File: config.mk
export PLATFORM = sky130hd
export DESIGN_NAME = dataMem
export DESIGN_NICKNAME = d
export VERILOG_FILES = /design/src/source/cpuPkg.sv /design/src/source/dataMem.sv
export SDC_FILE = /design/constraint.sdc
export NUM_CORES = 2
export LEC_CHECK = 0
export ABC_AREA = 1
export BUFFER_PORTS_ARGS = -buffer_cell sky130_fd_sc_hd__buf_2
export CAP_MARGIN = 0
export CORE_AREA = 2 2 458 460
export CTS_CLUSTER_SIZE = 20
export DETAILED_ROUTE_END_ITERATION = 16
export DIE_AREA = 0 0 460 462
export SYNTH_ARGS = -nofsm -noshare
export SYNTH_HDL_FRONTEND = slang
export SYNTH_SLANG_ARGS = --single-unit
File: constraint.sdc
create_clock -name clk -period 7.18 [get_ports clk]
set_clock_uncertainty 0.2 [all_clocks]
set_input_delay 1.077 -clock clk [delete_from_list [all_inputs] [get_ports clk]]
set_output_delay 1.077 -clock clk [all_outputs]
set_load 0.1 [all_outputs]
File: src/source/cpuPkg.sv
//////////////////////////////////////////////////////////////////////
// Core sizes: datapath width, register file and data memory
// geometry, program counter reset value
//////////////////////////////////////////////////////////////////////

package cpuPkg;

	localparam int dataWidth    = 32;
	localparam int regAddrWidth = 5;
	localparam int regCount     = 2 ** regAddrWidth;

	// Data memory in words, indexed by byte address bits 7 to 2
	localparam int dmemDepth     = 64;
	localparam int dmemAddrWidth = 6;

	localparam logic [dataWidth-1:0] resetPc = '0;

endpackage

File: src/source/dataMem.sv
//////////////////////////////////////////////////////////////////////
// Data memory of 64 words: combinational read, synchronous write,
// every word cleared on reset
//////////////////////////////////////////////////////////////////////

`timescale 1ns/1ps

module dataMem (
	input  logic                         clk,
	input  logic                         rstN,
	input  logic                         wrEn,
	input  logic [cpuPkg::dataWidth-1:0] addr,
	input  logic [cpuPkg::dataWidth-1:0] wrData,
	output logic [cpuPkg::dataWidth-1:0] rdData
);
	import cpuPkg::*;

	logic [dataWidth-1:0]     mem [dmemDepth];
	logic [dmemAddrWidth-1:0] wordIdx;

	// Byte address wraps at 256, low two bits dropped
	assign wordIdx = addr[dmemAddrWidth+1:2];

	always_ff @(posedge clk) begin
		if (!rstN) begin
			for (int i = 0; i < dmemDepth; i++) begin
				mem[i] <= '0;
			end
		end else if (wrEn) begin
			mem[wordIdx] <= wrData;
		end
	end

	assign rdData = mem[wordIdx];

endmodule

Word-level counts from Yosys, hierarchy flattened
Memory sizes are Yosys's and may differ from the RTL's. Index checks and enable logic that the tools add are counted. Widths: inputs -> output; s select.

Output and inout port bits: 32. Memories: 1. Bits in registers: 0. Input port bits: 67. RAM bits: 2048. Logic and storage cells: 9.

Reductions and logical operators: 1. Muxes and demuxes: 7.

Memories: mem (words 64, width 32, read ports 1, clocked after memory_dff 0, wr ports 64, RTL line dataMem.sv:18) `logic [dataWidth-1:0] mem [dmemDepth];`.

Operators by type and width (number): $mux 32 (1); $reduce_or 32->1 (1); $mux 6 (1); $mux 1 (5).

Logic depth before layout (Yosys ltp)
Depth after elaboration: 5. Mapped depth: 15. Depth with buffers taken out: 11.

Worst setup path after synthesis
Ideal clock, no wire load.

Path kind: in2out. Start point: input port addr[2] (netlist bit). End point: output port rdData[0] (netlist bit). Data arrival time: 3.099 ns. Data required time: 5.903 ns. Stages: 15. Path slack: 2.804 ns. Path through: buf_2 -> inv_2 -> buf_2 -> clkbuf_1 -> clkbuf_1 -> nand2_1 -> nand2_1 -> nand2_1 -> nand2_1 -> nand2_1 -> nand2_1 -> nand2_1 -> nand2_1 -> nor2_1 -> nand2_1.

Longest elaborated chain between the ends: 1.

Ends and longest elaborated chain: start: declaration (RTL line dataMem.sv:12) `input logic [cpuPkg::dataWidth-1:0] addr,`; $mem_v2 64x32; end: declaration (RTL line dataMem.sv:14) `output logic [cpuPkg::dataWidth-1:0] rdData`.

Every way passes these cells.

Worst setup path in the final report
Start point: input port addr[2] (netlist bit). End point: output port rdData[26] (netlist bit).

Same word-level chain as after synthesis.

==> results.py <==
metrics = {
    "sta": {
        "tns_ns": 0,
        "setup_viol": 0,
        "drv_slew": 0,
        "period_share_pct": 81.9,
        "worstMarginPinSlew_ns": 1.12,
        "slew_headroom_pct": 25.0,
        "hold_viol": 0,
        "timing.fmax_mhz": 170,
        "period_minus_slack_ns": 5.88,
        "fin_ws_ns": 1.30,
        "rsz0062_at_grt": "no",
        "hold_slack_ns": 0.504,
    },
    "critical_path": {
        "critPathArrivalTime_ns": 4.60,
        "cp.required_ns": 5.90,
        "cp-end-kind": "primary output",
        "cp_max_fo": 88,
        "path_class": "in2out",
        "crit_path_start_kind": "input pin",
    },
    "global_route": {
        "overflow": 0,
        "grt_use_total_pct": 29.3,
        "grt_max_degree": 171,
        "grt_pass1_wl_mm": 457,
        "grt_pass1_vias": 68100,
        "antenna_found_initial": 8,
    },
    "die": {
        "core_area_um2": 208000,
        "fp.dieW_um": 460,
        "dieArea_um2": 213000,
        "fp-row-count": 168,
        "die_h_um": 462,
        "ios": 99,
        "initial_core_util_pct": 45.7,
    },
    "final_layout": {
        "reg_top3": "mem x2048",
        "finish.utilization_pct": 50.7,
        "drive_gt1_share_pct": 6.26,
        "fillCellCount": 19300,
        "largest_register_ffs": 2048,
        "regMostFlops": "mem",
        "finish.net_count": 10700,
        "syn2layout_area_growth_pct": 10.8,
    },
    "synthesis": {
        "netlist.area_leader.share_pct": 64.6,
        "synth_top_area_cell": "edfxtp_1",
        "syn_area_per_cell_um2": 8.69,
        "ys_warn_count": 0,
        "ys_seq_area_share_pct": 64.6,
        "synth-edff-count": 2048,
        "netlist_instances": 11000,
        "syn_area_um2": 95200,
        "async_flop_share_pct": 0,
        "synth_top_cells_by_area": "edfxtp_1, nand2_1, nor2_1, clkbuf_1, buf_2",
        "synthTopCellsByCount": "nand2_1, nor2_1, edfxtp_1, clkbuf_1, buf_2",
        "synth_nets": 11000,
        "yosysMostFrequentCell": "nand2_1",
        "yosys.cell_types.count": 17,
        "ys.flop_type": "edfxtp_1",
        "yosys_register_bits": 2048,
    },
    "clocking": {
        "cts_setup_buffers": 0,
        "post_cts_resized": 0,
        "cts_tree": "yes",
        "htreeDepth": 4,
        "cts.clk_slew.worst_paths_ns": 0.07,
        "clockRootBuffer": "clkbuf_16",
        "holdBufCountCts": 0,
        "cts-buffers-inserted": 214,
        "cts_buffer_depth": 3,
        "cts_sinks": 2048,
    },
    "min_path": {
        "hold_path_class": "in2reg",
        "min_to": "mem[19][0]",
        "hp-start": "wrData[0]",
        "hold_depth": 3,
    },
    "placed_design": {
        "dp_hpwl_mm": 180,
        "io_buffers": 72,
        "dp_slack_ns": 1.51,
        "gp_congestion": 0.916,
    },
    "drt": {
        "drc": 0,
        "wl_per_cell_um": 23.1,
        "ant_nets": 0,
        "via_count": 72800,
        "totalWireLength_mm": 313,
        "dr.pass1.iters": 6,
        "viasPerCell": 5.36,
        "first_iter_violations": 9137,
    },
    "power": {
        "p_leak_uw": 0.0466,
        "peakVddDrop_mv": 0.274,
        "power_uw": 27600,
        "power_density_nw_per_um2": 262,
    },
    "run": {
        "cap_viol_max_count": 0,
    },
    "status": {
        "outcome": "finished clean",
    },
}
-- worst max path at each step --
stage | startpoint | to | slack (ns) | depth (start not counted)
2_1_floorplan | addr[2] | rdData[0] | 2.80 | 15
6_report | addr[2] | rdData[26] | 1.30 | 14
4_1_cts | addr[2] | rdData[1] | 1.50 | 16
3_5_place_dp | addr[2] | rdData[1] | 1.51 | 16
5_1_grt | addr[2] | rdData[21] | 1.36 | 14
3_3_place_gp | addr[2] | rdData[30] | 1.42 | 10
-- cell families after synthesis --
kind of cell | Yosys count | synth area share (%)
AO/OA/AOI/OAI | 12 | 0.0763
buffers and inverters | 875 | 3.58
flip-flops | 2048 | 64.6
AND/OR/NAND/NOR | 8016 | 31.7
-- layout make-up --
cell class / instances / area, um2 / area share (%)
Clock buffer: 257 / 5580 / 5.29
Antenna cell: 7 / 17.5 / 0.0166
Sequential cell: 2048 / 61500 / 58.3
Tap cell: 2720 / 3400 / 3.23
Multi-Input combinational cell: 8028 / 30300 / 28.8
Inverter: 55 / 275 / 0.261
Clock inverter: 125 / 1170 / 1.11
Timing Repair Buffer: 329 / 3190 / 3.02
-- critical path, stage by stage --
cell and delay (ns):
buf_8 0.49, inv_8 0.46, buf_12 0.43, nand2_1 0.10, nand2_1 0.05, nand2_1 0.07, nand2_1 0.06, nand2_1 0.10
nand2_1 0.15, nand2_1 0.09, nand2_1 0.08, nor2_1 0.67, nand2_1 0.30, buf_12 0.25
-- power breakdown --
part / total (uW) / internal, uW / switching [uW]
registers: 13900 / 13700 / 156
clock network: 10900 / 6150 / 4760
logic: 2830 / 643 / 2190
-- through the flow --
step                      instance area [um2]  instances
after detailed placement                98700      13200
after CTS                              105000      13600
after floorplan                         95200      11000
final                                  105000      13600
after global placement                  98700      13200
after global routing                   105000      13600
-- routing by layer --
layer  routed length (um)  GRT usage, %  share of wire (%)  vias to the layer above
li1                     -             -                  -                    33800
met1               123000          39.4                 39                    34900
met2               145000          46.3                 46                     3437
met3                27700          4.17                8.8                      608
met4                18000          15.2                5.8                        2
met5                   13             0             0.0041                        -
-- layout by cell type, fill, tap and decap left out, drive strengths merged, types with 10 or more instances in the layout --
cell type  synthesis  final
buf              135    329
nand3             10     10
inv               55     33
nor3              14     14
bufinv             0     18
clkinv             0    125
nand2           5853   5853
nor2            2127   2127
edfxtp          2048   2048
clkbuf           685    257
(Power assumes the default switching activity.)
