<file path="src/source/isaPkg.sv">
//////////////////////////////////////////////////////////////////////
// MIPS subset encodings: primary opcodes and R-type function codes,
// plus the ALU operation and branch kind enums used by the pipeline
//////////////////////////////////////////////////////////////////////

package isaPkg;

	// Primary opcodes, inst[31:26]
	localparam logic [5:0] opRType = 6'b000000;
	localparam logic [5:0] opAddi  = 6'b001000;
	localparam logic [5:0] opLw    = 6'b100011;
	localparam logic [5:0] opSw    = 6'b101011;
	localparam logic [5:0] opBeq   = 6'b000100;
	localparam logic [5:0] opBne   = 6'b000101;
	localparam logic [5:0] opBgtz  = 6'b000111;

	// Function codes under opRType, inst[5:0]
	localparam logic [5:0] fnAdd  = 6'b100000;
	localparam logic [5:0] fnAddu = 6'b100001;
	localparam logic [5:0] fnSub  = 6'b100010;
	localparam logic [5:0] fnSubu = 6'b100011;
	localparam logic [5:0] fnAnd  = 6'b100100;
	localparam logic [5:0] fnOr   = 6'b100101;
	localparam logic [5:0] fnSll  = 6'b000000;
	localparam logic [5:0] fnSlt  = 6'b101010;
	localparam logic [5:0] fnSltu = 6'b101011;

	typedef enum logic [2:0] {
		aluAdd,
		aluSub,
		aluAnd,
		aluOr,
		aluSll,
		aluSlt,
		aluSltu
	} aluOpT;

	// Branch condition carried down to execute
	typedef enum logic [1:0] {
		brNone,
		brEq,
		brNe,
		brGtz
	} branchKindT;

endpackage

</file>
<file path="src/source/cpuPkg.sv">
//////////////////////////////////////////////////////////////////////
// Core sizes: datapath width, register file and data memory
// geometry, program counter reset value
//////////////////////////////////////////////////////////////////////

package cpuPkg;

	localparam int dataWidth    = 32;
	localparam int regAddrWidth = 5;
	localparam int regCount     = 2 ** regAddrWidth;

	// Data memory in words, indexed by byte address bits 7 to 2
	localparam int dmemDepth     = 64;
	localparam int dmemAddrWidth = 6;

	localparam logic [dataWidth-1:0] resetPc = '0;

endpackage

</file>
<file path="src/source/alu.sv">
//////////////////////////////////////////////////////////////////////
// ALU: add, sub, and, or, sll, signed and unsigned set-less-than,
// with zero and sign flags of the result
//////////////////////////////////////////////////////////////////////

`timescale 1ns/1ps

module alu (
	input  isaPkg::aluOpT                aluOp,
	input  logic [cpuPkg::dataWidth-1:0] a,
	input  logic [cpuPkg::dataWidth-1:0] b,
	input  logic [4:0]                   shamt,
	output logic [cpuPkg::dataWidth-1:0] result,
	output logic                         zero,
	output logic                         sign
);
	import cpuPkg::*;
	import isaPkg::*;

	always_comb begin
		case (aluOp)
			aluAdd: result = a + b;
			aluSub: result = a - b;
			aluAnd: result = a & b;
			aluOr: result = a | b;
			// Shift source is rt, amount from the shamt field
			aluSll: result = b << shamt;
			aluSlt: result = {{(dataWidth-1){1'b0}}, $signed(a) < $signed(b)};
			aluSltu: result = {{(dataWidth-1){1'b0}}, a < b};
			default: result = '0;
		endcase
	end

	// Flags feed branch resolution
	assign zero = (result == '0);
	assign sign = result[dataWidth-1];

endmodule

</file>
<file path="config.mk">
export PLATFORM = sky130hd
export DESIGN_NAME = alu
export DESIGN_NICKNAME = d
export VERILOG_FILES = /design/src/source/isaPkg.sv /design/src/source/cpuPkg.sv /design/src/source/alu.sv
export SDC_FILE = /design/constraint.sdc
export NUM_CORES = 1
export LEC_CHECK = 0
export BUFFER_PORTS_ARGS = -buffer_cell sky130_fd_sc_hd__buf_2
export CAP_MARGIN = 20
export CORE_ASPECT_RATIO = 1.2
export CORE_MARGIN = 2
export CORE_UTILIZATION = 45
export DETAILED_ROUTE_END_ITERATION = 8
export GPL_TIMING_DRIVEN = 0
export PLACE_DENSITY = 0.65
export RECOVER_POWER = 100
export REMOVE_ABC_BUFFERS = 1
export SLEW_MARGIN = 15
export SYNTH_ARGS = -nofsm -noshare
export SYNTH_HDL_FRONTEND = slang
export SYNTH_SLANG_ARGS = --single-unit
</file>
<file path="constraint.sdc">
create_clock -name vclk -period 5.4
set_input_delay 0 -clock vclk [all_inputs]
set_output_delay 0 -clock vclk [all_outputs]
set_load 0.05 [all_outputs]
</file>
==> Word level (Yosys, flattened, before mapping) <==
Cells that the tools add are included.
{ "totals": {"register_bits": 0, "inputBits": 72, "out_inout_bits": 34} }
{ "classes": {"add_sub_neg": 2, "magnitude_cmp": 2, "eq_ne": 6, "shift": 1, "n_mux": 1, "n_bitwise": 2, "n_reduce_logical": 2} }
{ "ops": {"columns": ["op", "count"], "rows": [
  ["32-bit case mux with 7 select lines", 1],
  ["32-bit less-than comparator", 2],
  ["32-bit adder", 1],
  ["32-bit AND", 1],
  ["32-bit logical NOT", 1],
  ["32-bit OR", 1],
  ["32-bit by 5-bit left shift with 32-bit output", 1],
  ["32-bit subtractor", 1],
  ["3-bit == test, second input constant", 3],
  ["3-bit by 2-bit == test with 1-bit output, second input constant", 2],
  ["3-bit by 1-bit == test with 1-bit output, second input constant", 1],
  ["3-bit logical NOT", 1]
]} }

==> Logic depth before layout (Yosys ltp) <==
{ "depth": {"word_depth": 3, "mapped_depth": 15, "mapped_depth_nobuf": 14} }

==> Worst setup path before layout <==
OpenSTA, ideal clock, no wires.
{ "synth_path": {"path_kind": "input to output", "startpoint": "in a[0] (netlist name)", "endpoint": "out zero", "arrival_time_ps": 4597, "required_ps": 5400, "setup_slack_ps": 803, "stages": 14, "cell_sequence": "inv_1 -> ha_1 -> fa_1 -> o21bai_1 -> o2111ai_1 -> a2111oi_1 -> o2111ai_1 -> a311oi_2 -> a21o_1 -> a21boi_1 -> o31ai_1 -> o2111ai_1 -> or4_1 -> nor4_2"} }
{ "synth_between": {"elab_chain_cells": 3, "word_cells_on_any_way": 8, "cone_classes": "add/sub: 2; order compare: 2; mux: 1; bitwise: 2; reduce/logical: 1"} }
{ "synth_rtl": {"columns": ["item", "line_no", "source"], "rows": [
  ["start, declared", "alu.sv:10", "input logic [cpuPkg::dataWidth-1:0] a,"],
  ["32-bit subtractor, or another cell as far along", "alu.sv:23", "aluSub: result = a - b;"],
  ["32-bit case mux with 7 select lines *", "alu.sv:21", "case (aluOp)"],
  ["named net result (one bit)", "alu.sv:13", "output logic [cpuPkg::dataWidth-1:0] result,"],
  ["32-bit logical NOT *", "alu.sv:35", "assign zero = (result == '0);"],
  ["end, declared", "alu.sv:14", "output logic zero,"]
]} }
The timed path passes the listed nets; every way through them passes the cells marked *.

==> Worst setup path in the final report <==
{ "layout_path": {"startpoint": "in aluOp[0]", "endpoint": "out zero"} }
{ "layout_between": {"elab_chain_cells": 3, "word_cells_on_any_way": 9, "cone_classes": "eq/ne: 6; mux: 1; reduce/logical: 2"} }
{ "layout_rtl": {"columns": ["item", "line_no", "source"], "rows": [
  ["start, declared", "alu.sv:9", "input isaPkg::aluOpT aluOp,"],
  ["3-bit == test, or another cell as far along", "alu.sv:21", null],
  ["32-bit case mux with 7 select lines *", "alu.sv:21", null],
  ["32-bit logical NOT *", "alu.sv:35", null]
]} }
Mark *: on every way between the ends. The rest lies on a longest branch, timed or not.

==> metrics.cfg <==
[sta]
tns_ns=0
min_period_ns=5.30
fin_ws_ns=0.103
setup_violations=0
worst_slew_pin_slew_ns=1.15
hold_violations=0
drv_slew=0
rsz0062_at_grt=no
max_freq_mhz=189
slew_headroom_pct=23.4
fin_crit_sh_pct=98.1

[global_route]
grt_usage_pct=32.8
grt_max_degree=61
grt_pass1_wl_um=45200
grt_pass1_vias=8075
antenna_found_initial=0
grt_overflow=0

[die]
chipHeight_um=144
num_rows=51
io_pins=106
core_area_sq_um=16100
die_area_sq_um=17500
die_x_um=121
start_util_pct=45.8

[final_layout]
syn2layout_area_growth_pct=7.00
drive_above_1_share_pct=11.9
seq_cell_count=0
regArea_sq_um=0
diodes=0
nFillCells=1737
final_nets=1325
n_clock_buffer=0

[detailed_routing]
vias=8981
postRouteAntennaNets=0
wirelength_um=30100
drt_first_pass_iters=6
drcViolationCount=0
vias_per_cell=6.62
routedWlPerCell_um=22.2
drt_iter0_markers=1039

[logic_synthesis]
synth_compound_area_share_pct=34.1
synth_area_leader_cell=ha_1
yosys.area.top_type_share_pct=17.8
synthMuxAreaShare_pct=12.6
synthXorXnorAreaFrac_pct=2.49
synthAdderAreaFrac_pct=18.3
synth_cells=1103
synth-seq-area-share_pct=0
syn_avg_cell_area_sq_um=6.71
synth.area.top_cells=ha_1, a21oi_1, mux4_2
yosys.area_share.simple_pct=23.0
synth_top_family_by_area=compound AO/OA/AOI/OAI gates
synth_area_sq_um=7400
yosys_warnings=0
yosys.cell_types.count=86

[clock_tree]
postCtsHoldBufs=0
post_cts_buffers=0
cts_resized=0

[pwr]
switchingPower_uw=681
internal-power_uw=314
power_leakage_nw=3.50
seqPwrFrac_pct=0
vdd_drop_max_uv=84.6
switching_share_pct=68.4
pwr-share-comb_pct=100.0
power_frac_clock_pct=0
pwr_density_cell_nw_per_um2=126

[placement]
dp_hpwl_um=24100
gp_congestion=1.02
dp_slack_ns=0.0945
io_buffer_count=106

[run]
cap_violations=0

[min_path]
hold_depth=3
hp-class=input pin to output pin
hold_start=aluOp[2]
min_to=result[1]

[critical_path]
crit_required_ns=5.40
cp-end-kind=output pin
cp.arrival_ns=5.30
crit_path_start_kind=input pin
path_max_fanout=41
critPathKind=input pin to output pin

[status]
status=finished clean

-- metrics by stage --
step                      instance area (sq um)  cells  hold WS [ns]  util (%)  total power, mW
after global placement                     7870   1351         0.523      48.7            0.967
after floorplan                            7070   1033         0.301         -            0.656
final                                      7920   1356         0.559      49.0            0.995
after CTS                                  7950   1356         0.542      49.3            0.978
after detailed placement                   7950   1356         0.540      49.3            0.973
after global routing                       7920   1356         0.574      49.0             1.06
-- power by group through the flow --
stage,logic (mW),clock network [mW],registers (mW)
3_5_place_dp,0.973,0,0
3_3_place_gp,0.967,0,0
4_1_cts,0.978,0,0
2_1_floorplan,0.656,0,0
5_1_grt,1.06,0,0
6_report,0.995,0,0
-- cell type report --
class | instances | area, sq um | share of cell area, %
well taps | 212 | 265 | 3.35
repair buffers | 111 | 573 | 7.24
inverters | 99 | 372 | 4.69
multi-input cells | 934 | 6710 | 84.7
-- worst max-delay path, stage by stage --
cell and delay [ns]:
buf_4 0.38, clkinv_1 0.92, nand2_2 0.74, o32ai_1 0.16
a211oi_1 0.20, o211ai_1 0.12, a211o_1 0.36, or4_1 0.52
or4_1 0.41, nor4_1 0.56, nand4b_1 0.22, nor4_2 0.32
buf_2 0.32
-- synth_stat cells, types with 13 or more instances --
cell,count
nand2_1,117
xnor2_1,18
buf_2,25
a21oi_1,111
inv_1,94
o22ai_1,16
nand2b_1,13
nand3_1,20
o211ai_1,24
nor2_1,105
mux4_2,20
nor3_1,24
clkbuf_1,32
nor2b_1,15
o31ai_1,18
mux2i_1,33
o21bai_1,14
o21ai_0,64
a31oi_1,14
a211oi_1,21
ha_1,105
-- worst max-delay path by stage --
stage | startpoint | endpoint | slack (ns) | depth (start not counted)
after detailed placement | aluOp[0] | zero | 0.09 | 13
after CTS | aluOp[0] | zero | 0.09 | 13
after floorplan | a[1] | zero | 0.61 | 13
after global placement | aluOp[0] | zero | -1.18 | 13
after global routing | aluOp[0] | zero | 0.009 | 13
final | aluOp[0] | zero | 0.10 | 13
-- cell usage in the layout (no fill, tap or decap), types with 4 or more instances in the layout --
master and instances:
a2111oi_0 4, a211oi_1 21, a21o_1 11, a21oi_1 111, a221oi_1 7, a31oi_1 14, and3_1 6, buf_2 77
clkbuf_1 29, ha_1 105, inv_1 94, mux2_2 9, mux2i_1 33, mux4_2 20, nand2_1 116, nand2b_1 13
nand3_1 20, nand4_1 11, nor2_1 105, nor2b_1 15, nor3_1 24, nor4_1 9, o2111ai_1 4, o211ai_1 24
o21a_1 11, o21ai_0 64, o21bai_1 14, o221ai_1 12, o22ai_1 16, o311a_1 4, o311ai_0 4, o31ai_1 18
o32ai_1 5, or2_2 5, or3_1 4, or4_1 5, xnor2_1 18
-- per-layer routing --
metal	wire length, um	global-route usage [%]
met1	11700	41.5
met2	13600	55.5
met3	2710	3.08
met4	1990	16.5
met5	0	0
-- cells by family (layout without fill, tap and decap cells) --
| family | after synthesis | after routing |
|---|---|---|
| compound gates | 382 | 382 |
| fa+ha+maj | 107 | 107 |
| simple gates | 360 | 360 |
| xor+xnor | 21 | 21 |
| buf+inv | 169 | 210 |
| mux | 64 | 64 |
Note: power is estimated with default switching activity, not from simulation.
