<file path="src/source/cpuPkg.sv">
//////////////////////////////////////////////////////////////////////
// Core sizes: datapath width, register file and data memory
// geometry, program counter reset value
//////////////////////////////////////////////////////////////////////

package cpuPkg;

	localparam int dataWidth    = 32;
	localparam int regAddrWidth = 5;
	localparam int regCount     = 2 ** regAddrWidth;

	// Data memory in words, indexed by byte address bits 7 to 2
	localparam int dmemDepth     = 64;
	localparam int dmemAddrWidth = 6;

	localparam logic [dataWidth-1:0] resetPc = '0;

endpackage

</file>
<file path="src/source/fetchUnit.sv">
//////////////////////////////////////////////////////////////////////
// Fetch stage program counter: steps by one word, holds on stall,
// loads the branch target on redirect
//////////////////////////////////////////////////////////////////////

`timescale 1ns/1ps

module fetchUnit (
	input  logic                         clk,
	input  logic                         rstN,
	input  logic                         stall,
	input  logic                         redirect,
	input  logic [cpuPkg::dataWidth-1:0] branchTarget,
	output logic [cpuPkg::dataWidth-1:0] pc
);
	import cpuPkg::*;

	always_ff @(posedge clk) begin
		if (!rstN) begin
			pc <= resetPc;
		end else if (redirect) begin
			// Taken branch overrides any stall
			pc <= branchTarget;
		end else if (!stall) begin
			pc <= pc + 4;
		end
	end

endmodule

</file>
<file path="config.mk">
export PLATFORM = sky130hd
export DESIGN_NAME = fetchUnit
export DESIGN_NICKNAME = d
export VERILOG_FILES = /design/src/source/cpuPkg.sv /design/src/source/fetchUnit.sv
export SDC_FILE = /design/constraint.sdc
export NUM_CORES = 1
export LEC_CHECK = 0
export BUFFER_PORTS_ARGS = -buffer_cell sky130_fd_sc_hd__buf_2
export CELL_PAD_IN_SITES_DETAIL_PLACEMENT = 0
export CELL_PAD_IN_SITES_GLOBAL_PLACEMENT = 1
export CORE_ASPECT_RATIO = 1.5
export CORE_MARGIN = 5
export CORE_UTILIZATION = 36
export CTS_CLUSTER_SIZE = 20
export DETAILED_ROUTE_END_ITERATION = 16
export PLACE_DENSITY = 0.85
export SETUP_SLACK_MARGIN = 0.4
export SKIP_CTS_REPAIR_TIMING = 1
export SYNTH_ARGS = -nofsm -noshare
export SYNTH_HDL_FRONTEND = slang
export SYNTH_SLANG_ARGS = --single-unit
</file>
<file path="constraint.sdc">
create_clock -name clk -period 2.2 [get_ports clk]
set_input_delay 0.44 -clock clk [delete_from_list [all_inputs] [get_ports clk]]
set_output_delay 0.44 -clock clk [all_outputs]
set_load 0.01 [all_outputs]
</file>
### Word-level counts from Yosys, hierarchy flattened

Cells that the tools add are included.

| operators by class | value |
|---|---|
| add/subtract/negate cells | 1 |
| equal/unequal tests | 1 |
| muxes and demuxes | 2 |

Operators by type and width:

| cell | count |
|---|---|
| $mux W32 | 2 |
| $add A32 B3 Y32 const B | 1 |
| $ne A2 B1 Y1 const B | 1 |

| storage, ports and cells | value |
|---|---|
| register bits | 32 |
| input port bits | 36 |
| output and inout bits | 32 |
| word-level logic and storage cells | 5 |

### Longest topological paths before layout

Gate-level depths: netlist of the first run.

| depth | value |
|---|---|
| depth after elaboration | 3 |
| mapped depth | 5 |
| gate-level depth less buffers | 5 |

### Worst setup path before layout of the first run

OpenSTA, ideal clock, no wires.

| timing path | value |
|---|---|
| path type | register to register |
| start point | register pc[2] in the netlist's numbering |
| end point | register pc[28] in the netlist's numbering |
| library setup time | 0.074 ns |
| data arrival time | 1.853 ns |
| data required time | 2.126 ns |
| slack | 0.273 ns |
| stages on the path, launching flop included | 6 |
| path buffers | 0 |
| clock period less this slack | 1.927 ns |
| cell sequence | dfxtp_1 -> ha_1 -> nand2_8 -> or4b_1 -> or4_1 -> a31oi_1 |

| on the way | value |
|---|---|
| longest elaborated chain between the ends | 3 |

Ends and longest elaborated chain:

| what | line | source |
|---|---|---|
| start: declaration | fetchUnit.sv:14 | `output logic [cpuPkg::dataWidth-1:0] pc` |
| start signal: assignment | fetchUnit.sv:20 | `pc <= resetPc;` |
| start signal: assignment | fetchUnit.sv:23 | `pc <= branchTarget;` |
| start signal: assignment | fetchUnit.sv:25 | `pc <= pc + 4;` |
| $add A32 B3 Y32 | fetchUnit.sv:25 |  |
| $mux W32 | fetchUnit.sv:24 | `end else if (!stall) begin` |
| $mux W32 | fetchUnit.sv:21 | `end else if (redirect) begin` |

No other way between the ends. The select of a mux whose other input is x is not followed.
A chain may end at the register's enable or synchronous reset.

### Worst setup path after layout of the first run

| timing path | value |
|---|---|
| start point | register pc[17] in the netlist's numbering |
| end point | register pc[28] in the netlist's numbering |

Same word-level chain as after synthesis.

==> results of run 1 <==
[worst max-delay path: stages, from the launching register on]
cell     delay (ns)
dfxtp_2        0.38
nand4_2        0.19
or4b_4         0.56
or4_1          0.40
a31oi_1        0.17
[cell usage after synthesis, types with 2 or more instances]
cell	count
nand4b_1	3
nand4_1	15
or3_1	5
buf_6	4
a41oi_1	2
nor4_1	3
and4_1	4
a31oi_1	7
nand2_1	25
nor3_1	5
o21ai_0	26
o2111a_1	2
nand3_1	6
a211oi_1	5
and2_1	3
clkbuf_1	8
nor2b_1	5
o211a_1	6
a21oi_1	5
o211ai_1	2
a211o_1	2
or4_1	4
dfxtp_1	32
or2_0	2
o31ai_1	4
nor3b_1	5
nor2_1	5
o31a_1	2
xor2_1	6
nand4_2	2
xnor2_1	3
nand2b_1	2
mux2i_1	3
nand3b_1	2
[report_power, final]
group	internal (mW)	total, mW	switching [mW]
Sequential	0.622	0.685	0.0622
Combinational	0.110	0.227	0.117
Clock	0.336	0.557	0.221
Total	1.07	1.47	0.400
[cell families (layout without fill, tap and decap cells)]
group | after synthesis | in the layout | synth area share (%)
AND/OR/NAND/NOR | 107 | 107 | 34.01
AO/OA/AOI/OAI | 65 | 65 | 22.21
flip-flops | 32 | 32 | 32.67
buffers and inverters | 15 | 82 | 4.913
XOR/XNOR | 9 | 9 | 4.021
multiplexers | 3 | 3 | 1.532
adder cells (fa/ha/maj) | 1 | 1 | 0.6381
[worst paths after layout]
path / slack [ns] / startpoint / cells after the start / endpoint
worst min-delay path: 0.38 / branchTarget[3] / 2 / pc[3]
worst max register to register: 0.43 / pc[17] / 4 / pc[28]
worst min register to register: 0.52 / pc[0] / 2 / pc[0]
worst max-delay path: 0.43 / pc[17] / 4 / pc[28]
[layer usage]
| layer | up-vias | wire length [um] | track usage [%] |
|---|---|---|---|
| li1 | 1031 | - | - |
| met1 | 934 | 2434 | 20.21 |
| met2 | 52 | 2922 | 28.72 |
| met3 | 8 | 236 | 2.705 |
| met4 | 0 | 108 | 5.162 |
| met5 | - | 0 | 0 |
[through the flow]
step / instance area, um2 / setup WS (ns)
CTS: 2444 / 0.3618
global placement: 2336 / 0.3871
detailed placement: 2336 / 0.3455
floorplan: 1976 / 0.4526
global route: 2501 / 0.3825
finish: 2501 / 0.4282
[cell type report]
type	instances	area, um2	area share (%)
Multi-Input combinational cell	185	1265	50.58
Sequential cell	32	656.9	26.26
Timing Repair Buffer	73	380.4	15.21
Tap cell	70	87.58	3.502
Clock buffer	6	72.57	2.901
Clock inverter	2	35.03	1.401
Inverter	1	3.754	0.1501
[placed cells by master, fill, tap and decap left out, types with 3 or more instances in the layout]
cell	netlist	final
buf_2	0	67
o21ai_0	26	26
nand2_1	25	25
dfxtp_1	32	23
nand4_1	15	15
a31oi_1	7	7
dfxtp_2	0	7
nand3_1	6	6
xor2_1	6	6
o211a_1	6	6
buf_4	0	6
nor3b_1	5	5
nor2_1	5	5
a211oi_1	5	5
or3_1	5	5
a21oi_1	5	5
clkbuf_8	1	5
nor2b_1	5	4
nor3_1	5	4
or4_1	4	4
o31ai_1	4	4
and4_1	4	3
nor4_1	3	3
and2_1	3	3
xnor2_1	3	3
nand4b_1	3	3
mux2i_1	3	3
==> impl_metrics.tcl, run 1 <==
set metrics [dict create \
    via_per_inst 5.488 \
    io_buffers 67 \
    worstMarginPinSlew_ns 0.5243 \
    vias 2025 \
    cts_buffers 5 \
    dieArea_um2 7053 \
    ios 68 \
    power_mw 1.468 \
    synth_edf_count 0 \
    slew_headroom_pct 64.72 \
    top_register "pc" \
    antenna_found_initial 0 \
    place_inst 359 \
    async_flop_share_pct 0 \
    fin_cells 369 \
    worstPathRequired_ns 2.41 \
    maxSlewViolCount 0 \
    drive_gt1_share_pct 34.45 \
    grt_pass1_vias 1963 \
    yosys_warnings 0 \
    crit_path_start_kind "register" \
    first_iter_violations 143 \
    syn_inst 232 \
    cts-root-buf "clkbuf_8" \
    die_y_um 100.4 \
    power.density_nw_per_um2 587.0 \
    drt-total-wl_um 5702 \
    cp_max_fo 7 \
    cts_buffer_depth 2 \
    grt_max_degree 48 \
    grt_usage_pct 16.35 \
    whs_ns 0.3795 \
    start_util_pct 36.53 \
    synth_top_area_cell "dfxtp_1" \
    wl_per_cell_um 15.45 \
    clock_insertion_delay_worst_skew_ns 0.28 \
    endpoint_kind "register" \
    synth-main-ff-cell "dfxtp_1" \
    min_period_ns 1.772 \
    clock-sinks 32 \
    placementRows 33 \
    utilization_pct 46.60 \
    top_regs "pc x32" \
    yosysTopAreaCellShare_pct 32.67 \
    synth.avg_cell_area_um2 8.451 \
    grt_pass1_wl_um 9446 \
    clock.fmax_mhz 564.4 \
    synth_seq_area_share_pct 32.67 \
    finalCritPeriodShare_pct 80.53 \
    dieWidth_um 70.26 \
    synthesis.area_um2 1961 \
    synth.area.top_cells "dfxtp_1 33%, o21ai_0 6.6%, nand2_1 4.8%" \
    drc 0 \
    synthDistinctLibCells 51 \
    vdd_drop_max_mv 0.5359 \
    diodes 0 \
    cts_tree "yes" \
    critPathKind "reg2reg" \
    overflow 0 \
    place_congestion 0.7625 \
    synth_seq_cells 32 \
    clk_pin_slew_ns 0.07 \
    rsz0062_at_grt "true" \
    arrival_ns 1.98 \
    min-delay-path-class "in2reg" \
    dr.pass1.iters 5 \
    htreeDepth 2 \
    finalSetupViolCount 0 \
    layout.nets 335 \
    leakage_nw 1.033 \
    core_area_um2 5368 \
    drv_cap 0 \
    hpwlAfterDp_um 4165 \
    largest_reg_flops 32 \
    setup_tns_ns 0 \
    hold_violations 0 \
    skew_ns 0.005567 \
    drtAntennaViolNets 0 \
    outcome "finished, final reports clean" \
    synth_fp_nets 269 \
    nFillCells 573 \
    area_growth_pct 27.57 \
]
No activity file was read; power rests on OpenSTA's default activity.
==> run 2: changes to the inputs <==
--- a/config.mk
+++ b/config.mk
@@ -5,15 +5,16 @@
 export SDC_FILE = /design/constraint.sdc
 export NUM_CORES = 1
 export LEC_CHECK = 0
+export ABC_AREA = 1
 export BUFFER_PORTS_ARGS = -buffer_cell sky130_fd_sc_hd__buf_2
 export CELL_PAD_IN_SITES_DETAIL_PLACEMENT = 0
 export CELL_PAD_IN_SITES_GLOBAL_PLACEMENT = 1
 export CORE_ASPECT_RATIO = 1.5
 export CORE_MARGIN = 5
-export CORE_UTILIZATION = 36
+export CORE_UTILIZATION = 31
 export CTS_CLUSTER_SIZE = 20
 export DETAILED_ROUTE_END_ITERATION = 16
-export PLACE_DENSITY = 0.85
+export PLACE_DENSITY = 0.8
 export SETUP_SLACK_MARGIN = 0.4
 export SKIP_CTS_REPAIR_TIMING = 1
 export SYNTH_ARGS = -nofsm -noshare
==> constraint.sdc (replaced) <==
create_clock -name clk -period 1.5 [get_ports clk]
set_input_delay 0.3 -clock clk [delete_from_list [all_inputs] [get_ports clk]]
set_output_delay 0.3 -clock clk [all_outputs]
set_load 0.01 [all_outputs]
==> run 2 against run 1 <==
  * Die area is 30% higher
  * Routed wire length is 28% higher
  * Core utilization is 3.1 points lower
  * Critical path type unchanged
  * Total power is 39% higher
  * Count of clock-buffer cells in the layout is 1 higher
  * Synthesized area is 16% higher
==> impl_metrics.tcl, run 2 <==
set metrics [dict create \
    synth.most_common_cell "nand2_1" \
    drt-total-wl_um 7318 \
    cts-root-buf "clkbuf_8" \
    endpoint_kind "register" \
    finalCritPeriodShare_pct 90.41 \
    synthesis.area_um2 2266 \
    synth.avg_cell_area_um2 6.091 \
    clock.fmax_mhz 737.4 \
    drive_gt1_share_pct 36.42 \
    layout.nets 489 \
    vdd_drop_max_mv 0.3346 \
    outcome "finished, final reports clean" \
    hpwlAfterDp_um 5626 \
    hold_depth 3 \
    synth_seq_cells 32 \
    clk_pin_slew_ns 0.07 \
    ios 68 \
    min-delay-path-class "in2reg" \
    synth-main-ff-cell "dfxtp_1" \
    overflow 0 \
    ys_top_cells_by_count "110 x nand2_1, 52 x inv_1, 36 x nand3_1" \
    diodes 0 \
    cp_max_fo 6 \
    final_cell_mix "104 x nand2_1, 54 x buf_2, 52 x inv_1" \
    syn_inst 372 \
    wl_per_cell_um 13.23 \
    finalSetupViolCount 0 \
    core_area_um2 7179 \
    arrival_ns 1.57 \
    drv_cap 0 \
    yosysTopAreaCellShare_pct 28.27 \
    place_congestion 0.8170 \
    vias 2544 \
    grt_usage_pct 15.97 \
    clock-sinks 32 \
    crit_chain "ha_4 > nand2_4 > nor2_4 > nand2_4 > nor2_2 > nand2_1 > nand2_1 > nand3_1 > a21oi_1" \
    antenna_found_initial 0 \
    first_iter_violations 99 \
    place_area_um2 2768 \
    via_per_inst 4.600 \
    dieArea_um2 9154 \
    setup_tns_ns 0 \
    whs_ns 0.2474 \
    critPathKind "reg2reg" \
    power_mw 2.043 \
    reg2regPathDepth 9 \
    start_util_pct 31.56 \
    top_regs "pc x32" \
    placementRows 38 \
    top_register "pc" \
    worstPathRequired_ns 1.71 \
    drc 0 \
    crit_path_start_kind "register" \
    grt_pass1_vias 2478 \
    utilization_pct 43.50 \
    async_flop_share_pct 0 \
    cts_tree "yes" \
    grt_pass1_wl_um 11530 \
    maxSlewViolCount 0 \
    fin_cells 553 \
    synth.area.top_cells "dfxtp_1 28%, nand2_1 18%, inv_1 8.6%" \
    drtAntennaViolNets 0 \
    slew_headroom_pct 75.31 \
    grt_max_degree 25 \
    clock_insertion_delay_worst_skew_ns 0.29 \
    synth_edf_count 0 \
    die_y_um 114.7 \
    pre_cts_slack_ns 0.1237 \
    synth_fp_nets 409 \
    dr.pass1.iters 5 \
    layout_commonest_cell "nand2_1" \
    power.density_nw_per_um2 654.3 \
    cts_buffers 5 \
    synth_seq_area_share_pct 28.27 \
    cp_slowest_cell "dfxtp_4" \
    min_period_ns 1.356 \
    htreeDepth 2 \
    dieWidth_um 79.81 \
    final_cell_area_um2 3123 \
    io_buffers 67 \
    worstMarginPinSlew_ns 0.3698 \
    synth_top_area_cell "dfxtp_1" \
    cts_buffer_depth 2 \
    crit_path_max_incr_delay_ns 0.37 \
    synthDistinctLibCells 27 \
    area_growth_pct 37.82 \
    yosys_warnings 0 \
    skew_ns 0.004451 \
    leakage_nw 1.312 \
    layout_setup_ws_ns 0.1439 \
    hold_violations 0 \
    rsz0062_at_grt "true" \
    place_inst 536 \
    largest_reg_flops 32 \
]
run 2: area by class of cell:
type                    instances  area, um2
repair buffers                 82      529.3
fillers                       783       4056
flip-flops and latches         32      730.7
multi-input cells             276       1448
clock inverters                 1      3.754
well taps                     100      125.1
inverters                      55      210.2
clock buffers                   7      76.32
run 2: worst paths after layout:
kind,from,endpoint,slack (ns)
setup / recovery,pc[2],pc[30],0.14
hold / removal,branchTarget[0],pc[0],0.25
setup reg to reg,pc[2],pc[30],0.14
hold reg to reg,pc[7],pc[7],0.53
run 2: kinds of logic after synthesis:
kind of cell	Yosys count	synth area share (%)
AOI/OAI and AO/OA	62	14.19
buffers and inverters	64	12.15
adders and majority gates	1	0.5521
xor gates and xnor gates	6	2.320
and+or+nand+nor	207	42.52
DFF	32	28.27
run 2: per-layer routing:
metal,part of all wire (%),vias up,routed length (um),GRT usage [%]
met4,0.85,0,62,3.495
met1,40,1154,2893,17.43
li1,-,1331,-,-
met3,5.1,5,370,3.780
met5,0,-,0,0
met2,55,54,3991,30.67
run 2: report_power, final:
| part | leakage [nW] | total [mW] | internal (mW) | switching (mW) |
|---|---|---|---|---|
| registers | 0.281 | 0.973 | 0.894 | 0.0788 |
| clock network | 0.0399 | 0.666 | 0.324 | 0.342 |
| logic | 0.991 | 0.404 | 0.186 | 0.219 |
run 2: critical path, delay by kind of cell (launching register included):
kind / cells / cell delay (ns)
DFF: 1 / 0.37
adders and majority gates: 1 / 0.15
AOI/OAI and AO/OA: 1 / 0.13
and+or+nand+nor: 7 / 0.62
