[config.mk]
export PLATFORM = sky130hd
export DESIGN_NAME = hazardCtrl
export DESIGN_NICKNAME = d
export VERILOG_FILES = /design/src/source/isaPkg.sv /design/src/source/cpuPkg.sv /design/src/source/hazardCtrl.sv
export SDC_FILE = /design/constraint.sdc
export NUM_CORES = 1
export LEC_CHECK = 0
export BUFFER_PORTS_ARGS = -buffer_cell sky130_fd_sc_hd__buf_2
export CORE_AREA = 2 2 39 41
export DETAILED_ROUTE_END_ITERATION = 7
export DIE_AREA = 0 0 41 43
export PLACE_DENSITY = 0.53
export SETUP_SLACK_MARGIN = 0.5
export SLEW_MARGIN = 10
export SYNTH_ARGS = -nofsm -noshare
export SYNTH_HDL_FRONTEND = slang
export SYNTH_SLANG_ARGS = --single-unit
[constraint.sdc]
create_clock -name vclk -period 2.3
set_input_delay 0.23 -clock vclk [all_inputs]
set_output_delay 0.23 -clock vclk [all_outputs]
set_load 0.005 [all_outputs]
[src/source/isaPkg.sv]
//////////////////////////////////////////////////////////////////////
// MIPS subset encodings: primary opcodes and R-type function codes,
// plus the ALU operation and branch kind enums used by the pipeline
//////////////////////////////////////////////////////////////////////

package isaPkg;

	// Primary opcodes, inst[31:26]
	localparam logic [5:0] opRType = 6'b000000;
	localparam logic [5:0] opAddi  = 6'b001000;
	localparam logic [5:0] opLw    = 6'b100011;
	localparam logic [5:0] opSw    = 6'b101011;
	localparam logic [5:0] opBeq   = 6'b000100;
	localparam logic [5:0] opBne   = 6'b000101;
	localparam logic [5:0] opBgtz  = 6'b000111;

	// Function codes under opRType, inst[5:0]
	localparam logic [5:0] fnAdd  = 6'b100000;
	localparam logic [5:0] fnAddu = 6'b100001;
	localparam logic [5:0] fnSub  = 6'b100010;
	localparam logic [5:0] fnSubu = 6'b100011;
	localparam logic [5:0] fnAnd  = 6'b100100;
	localparam logic [5:0] fnOr   = 6'b100101;
	localparam logic [5:0] fnSll  = 6'b000000;
	localparam logic [5:0] fnSlt  = 6'b101010;
	localparam logic [5:0] fnSltu = 6'b101011;

	typedef enum logic [2:0] {
		aluAdd,
		aluSub,
		aluAnd,
		aluOr,
		aluSll,
		aluSlt,
		aluSltu
	} aluOpT;

	// Branch condition carried down to execute
	typedef enum logic [1:0] {
		brNone,
		brEq,
		brNe,
		brGtz
	} branchKindT;

endpackage

[src/source/cpuPkg.sv]
//////////////////////////////////////////////////////////////////////
// Core sizes: datapath width, register file and data memory
// geometry, program counter reset value
//////////////////////////////////////////////////////////////////////

package cpuPkg;

	localparam int dataWidth    = 32;
	localparam int regAddrWidth = 5;
	localparam int regCount     = 2 ** regAddrWidth;

	// Data memory in words, indexed by byte address bits 7 to 2
	localparam int dmemDepth     = 64;
	localparam int dmemAddrWidth = 6;

	localparam logic [dataWidth-1:0] resetPc = '0;

endpackage

[src/source/hazardCtrl.sv]
//////////////////////////////////////////////////////////////////////
// Pipeline control: read-after-write stall against execute and
// memory, branch resolution and redirect
//////////////////////////////////////////////////////////////////////

`timescale 1ns/1ps

module hazardCtrl (
	input  logic [cpuPkg::regAddrWidth-1:0] idRs,
	input  logic [cpuPkg::regAddrWidth-1:0] idRt,
	input  logic                            idUsesRt,
	input  logic                            exRegWr,
	input  logic [cpuPkg::regAddrWidth-1:0] exRw,
	input  logic                            memRegWr,
	input  logic [cpuPkg::regAddrWidth-1:0] memRw,
	input  isaPkg::branchKindT              exBranchKind,
	input  logic                            exZero,
	input  logic                            exSign,
	output logic                            stall,
	output logic                            redirect
);
	import isaPkg::*;

	logic rsHazard;
	logic rtHazard;
	logic branchTaken;

	// Writeback needs no check, the register file passes it through
	assign rsHazard = (exRegWr && exRw == idRs) || (memRegWr && memRw == idRs);
	assign rtHazard = idUsesRt &&
		((exRegWr && exRw == idRt) || (memRegWr && memRw == idRt));

	always_comb begin
		case (exBranchKind)
			brEq: branchTaken = exZero;
			brNe: branchTaken = !exZero;
			// rs minus zero is strictly positive
			brGtz: branchTaken = !exZero && !exSign;
			default: branchTaken = 1'b0;
		endcase
	end

	assign redirect = branchTaken;

	// Instruction in decode is flushed anyway on a taken branch
	assign stall = (rsHazard || rtHazard) && !branchTaken;

endmodule

# After elaboration in Yosys (flattened, before gate mapping)
# Cells that the tools add are included.
# W data, S select, Z words.
[word_totals]
register_bits = 0
word_cells = 21
[classes]
n_eq_ne = 7
n_mux = 1
n_reduce_logical = 13
[op_table]
columns = ["cell", "n"]
rows = [
  ["$eq A5 B5 Y1", 4],
  ["$logic_and A1 B1 Y1", 7],
  ["$eq A2 B2 Y1 const B", 2],
  ["$logic_not A1 Y1", 3],
  ["$logic_or A1 B1 Y1", 3],
  ["$pmux W1 S3", 1],
  ["$eq A2 B1 Y1 const B", 1],
]

# Logic depth before layout (Yosys ltp)
# Gate-level depths: netlist of the first run.
[depth]
ltp_word = 6
mapped_depth = 4

# Least setup slack after synthesis of the first run
# No wires, ideal clock.
[synth_timing]
path_type = "input to output"
start = "input port idRs[3] (netlist name)"
end = "output port stall"
t_arrival_ps = 916
slack_ps = 1154
cell_stages = 4
path_buffers = 0
cell_sequence = "xor2_1 -> nor4_2 -> a32oi_1 -> o22ai_1"
[synth_via]
elab_chain_len = 5
elab_cells_between_ends = 7
cone_classes = "2 x eq/ne; 5 x reduce/logical"
[synth_rtl]
columns = ["item", "line", "text"]
rows = [
  ["start, declared", "hazardCtrl.sv:9", "input logic [cpuPkg::regAddrWidth-1:0] idRs,"],
  ["$eq A5 B5 Y1", "hazardCtrl.sv:29", "assign rsHazard = (exRegWr && exRw == idRs) || (memRegWr && memRw == idRs);"],
  ["$logic_and A1 B1 Y1", "hazardCtrl.sv:29", ""],
  ["$logic_or A1 B1 Y1 *", "hazardCtrl.sv:29", ""],
  ["$logic_or A1 B1 Y1 *", "hazardCtrl.sv:46", "assign stall = (rsHazard || rtHazard) && !branchTaken;"],
  ["$logic_and A1 B1 Y1 *", "hazardCtrl.sv:46", ""],
  ["end, declared", "hazardCtrl.sv:19", "output logic stall,"],
]
# Every way passes the cells marked *; elsewhere a longest branch is shown, timed or not.

# Worst setup path in the final report of the first run
[layout_timing]
start = "input port memRw[4] (netlist name)"
end = "output port stall"
[layout_via]
elab_chain_len = 6
elab_cells_between_ends = 9
cone_classes = "2 x eq/ne; 7 x reduce/logical"
[layout_rtl]
columns = ["item", "line", "text"]
rows = [
  ["start, declared", "hazardCtrl.sv:15", "input logic [cpuPkg::regAddrWidth-1:0] memRw,"],
  ["$eq A5 B5 Y1", "hazardCtrl.sv:31", "((exRegWr && exRw == idRt) || (memRegWr && memRw == idRt));"],
  ["$logic_and A1 B1 Y1", "hazardCtrl.sv:31", ""],
  ["$logic_or A1 B1 Y1", "hazardCtrl.sv:31", ""],
  ["$logic_and A1 B1 Y1", "hazardCtrl.sv:30", "assign rtHazard = idUsesRt &&"],
  ["$logic_or A1 B1 Y1 *", "hazardCtrl.sv:46", ""],
  ["$logic_and A1 B1 Y1 *", "hazardCtrl.sv:46", ""],
]
# Marks and branches as above.

==> impl_metrics.yaml, run 1 <==
floorplanning:
  die_w_um: 41
  core_um2: 1380
  io_pins: 29
  die_area_um2: 1760
  initial_utilization: 0.195
  die_h_um: 43
  rows: 14
critical_path:
  timing.critical_path.from: "memRw[4]"
  path_max_fanout: 2
  cp_cell_sequence: "buf_2, xor2_1, nor4_1, a32oi_1, o22ai_1, buf_2"
  path_class: "in -> out"
  cp_top_family: "simple AND/OR/NAND/NOR gates"
  crit_path_frequent_cell: "buf_2"
  path_buf_inv: 2
  crit_path_max_incr_delay_ns: 0.28
  cp.required_ns: 2.07
  arrival_ns: 1.18
  startpoint_type: "primary input"
  crit_slowest_cell: "nor4_1"
  end_kind: "output port"
global_route:
  grt_max_degree: 4
  grt_pass1_wl_mm: 1.24
  grt_pass1_vias: 320
  grt_remaining_overflow: 0
  grt_antenna_before_repair: 0
  grtUsageTotal: 0.0939
synthesis:
  synth_top_area_share: 0.519
  synth_fp_nets: 61
  syn_inst: 34
  mappedNetlistArea_um2: 270
  yosysMostFrequentCell: "xor2_1"
  yosysWarningCount: 0
  ys_seq_area_frac: 0
  yosysUniqueCellTypes: 11
  ys_top_cells_by_area: "xor2_1 52%, xnor2_1 13%, nor4_1 6.9%"
  synthTopCellsByCount: "16 x xor2_1, 4 x xnor2_1, 3 x nor4_1"
  synth_top_area_cell: "xor2_1"
  synth.avg_cell_area_um2: 7.95
power_and_ir_drop:
  power.switching_mw: 0.0344
  clock_power_share: 0
  swShare: 0.467
  p_int_mw: 0.0393
  p_comb_frac: 1.000
  power_density_nw_per_um2: 169
  ir_worst_vdd_v: 0.0000479
  sequentialPowerShare: 0
  p_leak_nw: 0.212
route:
  vias_per_cell: 4.18
  vias: 330
  drt_iter0_markers: 2
  first_pass_iters: 2
  wl_per_cell_um: 9.35
  drtAntennaViolNets: 0
  wl_um: 739
  drc: 0
final_layout:
  drive_above_1_share: 0.476
  fillers: 165
  final_nets: 92
  nClkBuffers: 0
  nFlopsAndLatches: 0
  regArea_um2: 0
  area_growth_pct: 61.1
  diodes: 0
timing:
  finalWorstSetupSlack_ns: 0.886
  finalSetupTns_ns: 0
  drv_slew: 0
  fmax_mhz: 707
  hold_viol: 0
  relSlewSlack: 0.831
  tightest_slew_ns: 0.251
  setup_viol: 0
  min_period_ns: 1.41
  finalCritPeriodShare: 0.615
  rsz0062_at_grt: "no"
place:
  dpl_worst_slack_ns: 0.882
  routabilityCongestion: 0.663
  io_buffers: 29
  dp_hpwl_um: 701
flow_run:
  drv_cap: 0
min_path:
  hold_class: "in -> out"
  hp-start: "exZero"
status:
  status: "finished clean"
clock_tree:
  cts_resized: 0
  post_cts_buffers: 0
  cts_hold_buf: 0
[logic make-up (layout without fill, tap and decap cells)]
group           Yosys count  in the layout  share of synthesized area
xor+xnor                 20             20                      0.648
simple gates              9              9                      0.218
compound gates            5              5                      0.134
buf+inv                   0             29                          0
[worst paths after layout]
check	to	slack, ns	cells past startpoint
setup / recovery	stall	0.89	6
hold / removal	redirect	0.80	3
[per-stage QoR]
step	std cells	total power [mW]	utilization	hold WS [ns]	cell area [um^2]
4_1_cts	79	0.0749	0.315	0.798	435
3_5_place_dp	79	0.0743	0.315	0.799	435
6_report	79	0.0738	0.315	0.801	435
3_3_place_gp	79	0.0742	0.315	0.798	435
2_1_floorplan	34	0.0341	-	0.564	270
5_1_grt	79	0.0830	0.315	0.832	435
[placed cells by master, fill, tap and decap left out, drive strengths merged]
master	instances
nand2	2
nand3b	1
nor4	4
a32oi	2
o21ai	1
o211ai	1
xor2	16
buf	29
xnor2	4
o22ai	1
and2	2
[power by group through the flow]
| stage | Combinational [mW] | Clock [mW] | Sequential [mW] |
|---|---|---|---|
| after global placement | 0.0742 | 0 | 0 |
| after detailed placement | 0.0743 | 0 | 0 |
| after CTS | 0.0749 | 0 | 0 |
| after floorplan | 0.0341 | 0 | 0 |
| final | 0.0738 | 0 | 0 |
| after global routing | 0.0830 | 0 | 0 |
[tightest hold or removal path, stage by stage]
cell	delay, ns
buf_2	0.10
o21ai_0	0.11
buf_2	0.14
[layer usage]
layer / vias to the layer above / wire (um) / track usage
li1: 180 / - / -
met1: 135 / 338 / 0.130
met2: 15 / 341 / 0.163
met3: 0 / 58 / 0.00524
met4: 0 / 0 / 0
met5: - / 0 / 0
[cell type report]
| class | count | area [um^2] | share of cell area |
|---|---|---|---|
| multi-input combinational | 34 | 270 | 0.621 |
| tap | 16 | 20.0 | 0.0460 |
| timing repair buffer | 29 | 145 | 0.333 |
Power figures use the tool's default switching activity.
==> run 2, diff against run 1 <==
--- a/config.mk
+++ b/config.mk
@@ -9,7 +9,7 @@
 export CORE_AREA = 2 2 39 41
 export DETAILED_ROUTE_END_ITERATION = 7
 export DIE_AREA = 0 0 41 43
-export PLACE_DENSITY = 0.53
+export PLACE_DENSITY = 0.55
 export SETUP_SLACK_MARGIN = 0.5
 export SLEW_MARGIN = 10
 export SYNTH_ARGS = -nofsm -noshare
==> constraint.sdc (replaced) <==
create_clock -name vclk -period 1.25
set_input_delay 0.125 -clock vclk [all_inputs]
set_output_delay 0.125 -clock vclk [all_outputs]
set_load 0.005 [all_outputs]
==> impl_metrics.yaml, run 2 (same netlist as run 1, synthesis figures left out) <==
timing:
  finalCritPeriodShare: 0.953
  setup_viol: 0
  finalWorstSetupSlack_ns: 0.0590
  drv_slew: 0
  rsz0062_at_grt: "yes"
  hold_viol: 0
  fmax_mhz: 840
  relSlewSlack: 0.818
  tightest_slew_ns: 0.271
  min_period_ns: 1.19
global_route:
  grt_remaining_overflow: 0
  grt_pass1_wl_mm: 1.08
  grtUsageTotal: 0.0819
  grt_max_degree: 4
  grt_antenna_before_repair: 0
  grt_pass1_vias: 288
min_path:
  hold_class: "in -> out"
  hp-start: "exZero"
critical_path:
  path_class: "in -> out"
  timing.critical_path.from: "idRt[0]"
  arrival_ns: 1.07
  cp.required_ns: 1.12
  end_kind: "output port"
  path_max_fanout: 2
  startpoint_type: "primary input"
final_layout:
  final_cell_mix: "22 x buf_2, 16 x xor2_1, 7 x buf_6"
  regArea_um2: 0
  drive_above_1_share: 0.540
  nFlopsAndLatches: 0
  finalNonFillerCells: 79
  final_common_cell: "buf_2"
  area_growth_pct: 82.9
  diodes: 0
  final_nets: 92
  final_util: 0.357
  fillers: 152
  nClkBuffers: 0
power_and_ir_drop:
  clock_power_share: 0
  p_int_mw: 0.0883
  power.switching_mw: 0.0699
  p_leak_nw: 0.230
  ir_worst_vdd_v: 0.000102
  power_density_nw_per_um2: 320
  p_comb_frac: 1.000
  swShare: 0.442
  sequentialPowerShare: 0
  power_mw: 0.158
route:
  drt_iter0_markers: 1
  first_pass_iters: 4
  drtAntennaViolNets: 0
  wl_per_cell_um: 10.6
  wl_um: 836
  drc: 0
  vias_per_cell: 4.42
  vias: 349
floorplanning:
  core_um2: 1380
  io_pins: 29
  die_area_um2: 1760
  die_w_um: 41
  rows: 14
  initial_utilization: 0.195
  die_h_um: 43
place:
  routabilityCongestion: 0.678
  io_buffers: 29
  dp.cells: 79
  dpl_worst_slack_ns: 0.0378
  dp_hpwl_um: 687
clock_tree:
  post_cts_buffers: 0
  cts_hold_buf: 0
flow_run:
  drv_cap: 0
status:
  status: "finished clean"
[run 2: changes by cell type in the layout (fill, tap and decap cells not counted)]
cell / delta
buf_2: -7
nor4_1: -1
nor4_2: +1
o21ai_2: +1
o21ai_0: -1
buf_6: +7
nand2_1: -2
nand2_2: +2
[run 2: layout make-up]
type / instances / area (um^2) / share of cell area
Tap cell: 16 / 20.0 / 0.0405
Multi-Input combinational cell: 34 / 285 / 0.577
Timing Repair Buffer: 29 / 189 / 0.382
[run 2: layer usage]
metal  vias to the layer above  wire length, um  track usage
met5                         -                0            0
met4                         0                0            0
met3                         0               98       0.0105
met2                        17              454        0.144
met1                       151              283        0.108
li1                        181                -            -
[run 2: path summary, 6_finish.rpt]
path | end | slack [ns] | cells after the start
worst min-delay path | redirect | 0.55 | 3
worst max-delay path | stall | 0.06 | 6
[run 2: power groups by stage]
stage | Sequential [mW] | Clock, mW | Combinational [mW]
5_1_grt | 0 | 0 | 0.173
3_5_place_dp | 0 | 0 | 0.136
3_3_place_gp | 0 | 0 | 0.137
2_1_floorplan | 0 | 0 | 0.0627
4_1_cts | 0 | 0 | 0.145
6_report | 0 | 0 | 0.158
[run 2: what timing repair did]
item | CTS | global route
pin swaps | 6 | 3
hold endpoints to repair | 0 | 0
gates resized for setup | 5 | 7
endpoints found under the setup margin | 2 | 2
[run 2: metrics by stage]
step | hold slack [ns] | setup TNS [ns] | area, um^2
after floorplan | 0.354 | 0 | 270
after global placement | 0.588 | 0 | 435
after detailed placement | 0.593 | 0 | 435
after CTS | 0.542 | 0 | 458
after global routing | 0.578 | -0.0136 | 494
final | 0.552 | 0 | 494
[run 2: critical path: stages]
cell and delay, ns:
buf_2 0.12, xor2_1 0.13, nor4_1 0.30, a32oi_1 0.14, o22ai_1 0.12, buf_2 0.14
==> run 3, diff against run 2 <==
--- a/config.mk
+++ b/config.mk
@@ -5,11 +5,11 @@
 export SDC_FILE = /design/constraint.sdc
 export NUM_CORES = 1
 export LEC_CHECK = 0
-export BUFFER_PORTS_ARGS = -buffer_cell sky130_fd_sc_hd__buf_2
 export CORE_AREA = 2 2 39 41
 export DETAILED_ROUTE_END_ITERATION = 7
 export DIE_AREA = 0 0 41 43
-export PLACE_DENSITY = 0.55
+export DONT_BUFFER_PORTS = 1
+export PLACE_DENSITY = 0.35
 export SETUP_SLACK_MARGIN = 0.5
 export SLEW_MARGIN = 10
 export SYNTH_ARGS = -nofsm -noshare
==> impl_metrics.yaml, run 3 (same netlist as run 1, synthesis figures left out) <==
global_route:
  grtUsageTotal: 0.0779
  grt_max_degree: 4
  grt_pass1_vias: 289
  grt_remaining_overflow: 0
  grt_antenna_before_repair: 0
  grt_pass1_wl_mm: 1.01
route:
  vias: 238
  drtAntennaViolNets: 0
  drc: 0
  wl_per_cell_um: 13.8
  vias_per_cell: 4.76
  wl_um: 689
  drt_iter0_markers: 1
  first_pass_iters: 2
power_and_ir_drop:
  power_mw: 0.0769
  ir_worst_vdd_v: 0.0000496
  p_leak_nw: 0.0978
  power_density_nw_per_um2: 253
critical_path:
  cp.required_ns: 1.12
  cp_cell_sequence: "xor2_1, nor4_2, a32oi_1, o22ai_1"
  arrival_ns: 0.87
  path_max_fanout: 2
  end_kind: "output port"
  path_class: "in -> out"
  crit_slowest_cell: "nor4_2"
  crit_path_max_incr_delay_ns: 0.26
  startpoint_type: "primary input"
  setup.worst_path.end: "stall"
  timing.critical_path.from: "idRs[1]"
clock_tree:
  cts_hold_buf: 0
  post_cts_buffers: 0
timing:
  relSlewSlack: 0.791
  min_period_ns: 1.00
  rsz0062_at_grt: "yes"
  setup_viol: 0
  fmax_mhz: 1000
  finalSetupTns_ns: 0
  finalCritPeriodShare: 0.800
  drv_slew: 0
  hold_viol: 0
  tightest_slew_ns: 0.309
floorplanning:
  core_um2: 1380
  rows: 14
  initial_utilization: 0.195
  die_area_um2: 1760
  die_w_um: 41
  io_pins: 29
  die_h_um: 43
final_layout:
  final_nets: 63
  drive_above_1_share: 0.0882
  nFlopsAndLatches: 0
  regArea_um2: 0
  final_cell_mix: "15 x xor2_1, 4 x xnor2_1"
  diodes: 0
  fillers: 164
  nClkBuffers: 0
  area_growth_pct: 12.5
  final_util: 0.220
  final_common_cell: "xor2_1"
flow_run:
  drv_cap: 0
place:
  io_buffers: 0
  routabilityCongestion: 0.604
status:
  status: "finished clean"
min_path:
  hold_class: "in -> out"
[run 3: power by group]
part           internal, mW  total, mW  switching, mW
Combinational        0.0433     0.0769         0.0335
Sequential                0          0              0
Clock                     0          0              0
Total                0.0433     0.0769         0.0335
[run 3: layout make-up]
class	instances	area [um^2]	area share
multi-input combinational	34	284	0.934
tap	16	20.0	0.0658
[run 3: stage by stage]
stage               setup WS, ns  hold WS (ns)  area, um^2  cells
finish                     0.250         0.369         304     50
global route               0.198         0.383         304     50
CTS                        0.240         0.373         290     50
global placement           0.238         0.373         290     50
detailed placement         0.248         0.370         290     50
floorplan                  0.314         0.354         270     34
[run 3: repair_timing]
action | in CTS | in global routing
setup endpoints to repair | 1 | 1
pin swaps | 0 | 5
gates cloned | 0 | 0
gates resized for setup | 0 | 2
[run 3: layer usage]
layer | routed length (um) | GRT usage | share of wire | vias up
met5 | 0 | 0 | 0 | -
met2 | 367 | 0.156 | 0.53 | 16
li1 | - | - | - | 122
met1 | 210 | 0.0823 | 0.30 | 100
met3 | 111 | 0.0105 | 0.16 | 0
met4 | 0 | 0 | 0 | 0
[run 3: worst min-delay path by stage]
stage	from	end	slack, ns	depth (start not counted)
floorplan	exZero	redirect	0.35	1
global placement	exZero	redirect	0.37	1
detailed placement	exZero	redirect	0.37	1
CTS	exZero	redirect	0.37	1
global route	exZero	redirect	0.38	1
finish	exZero	redirect	0.37	1
[run 3: critical path: cells and delay by family]
kind | cells | cell delay, ns
xor gates and xnor gates | 1 | 0.15
AOI/OAI and AO/OA | 2 | 0.34
and+or+nand+nor | 1 | 0.26
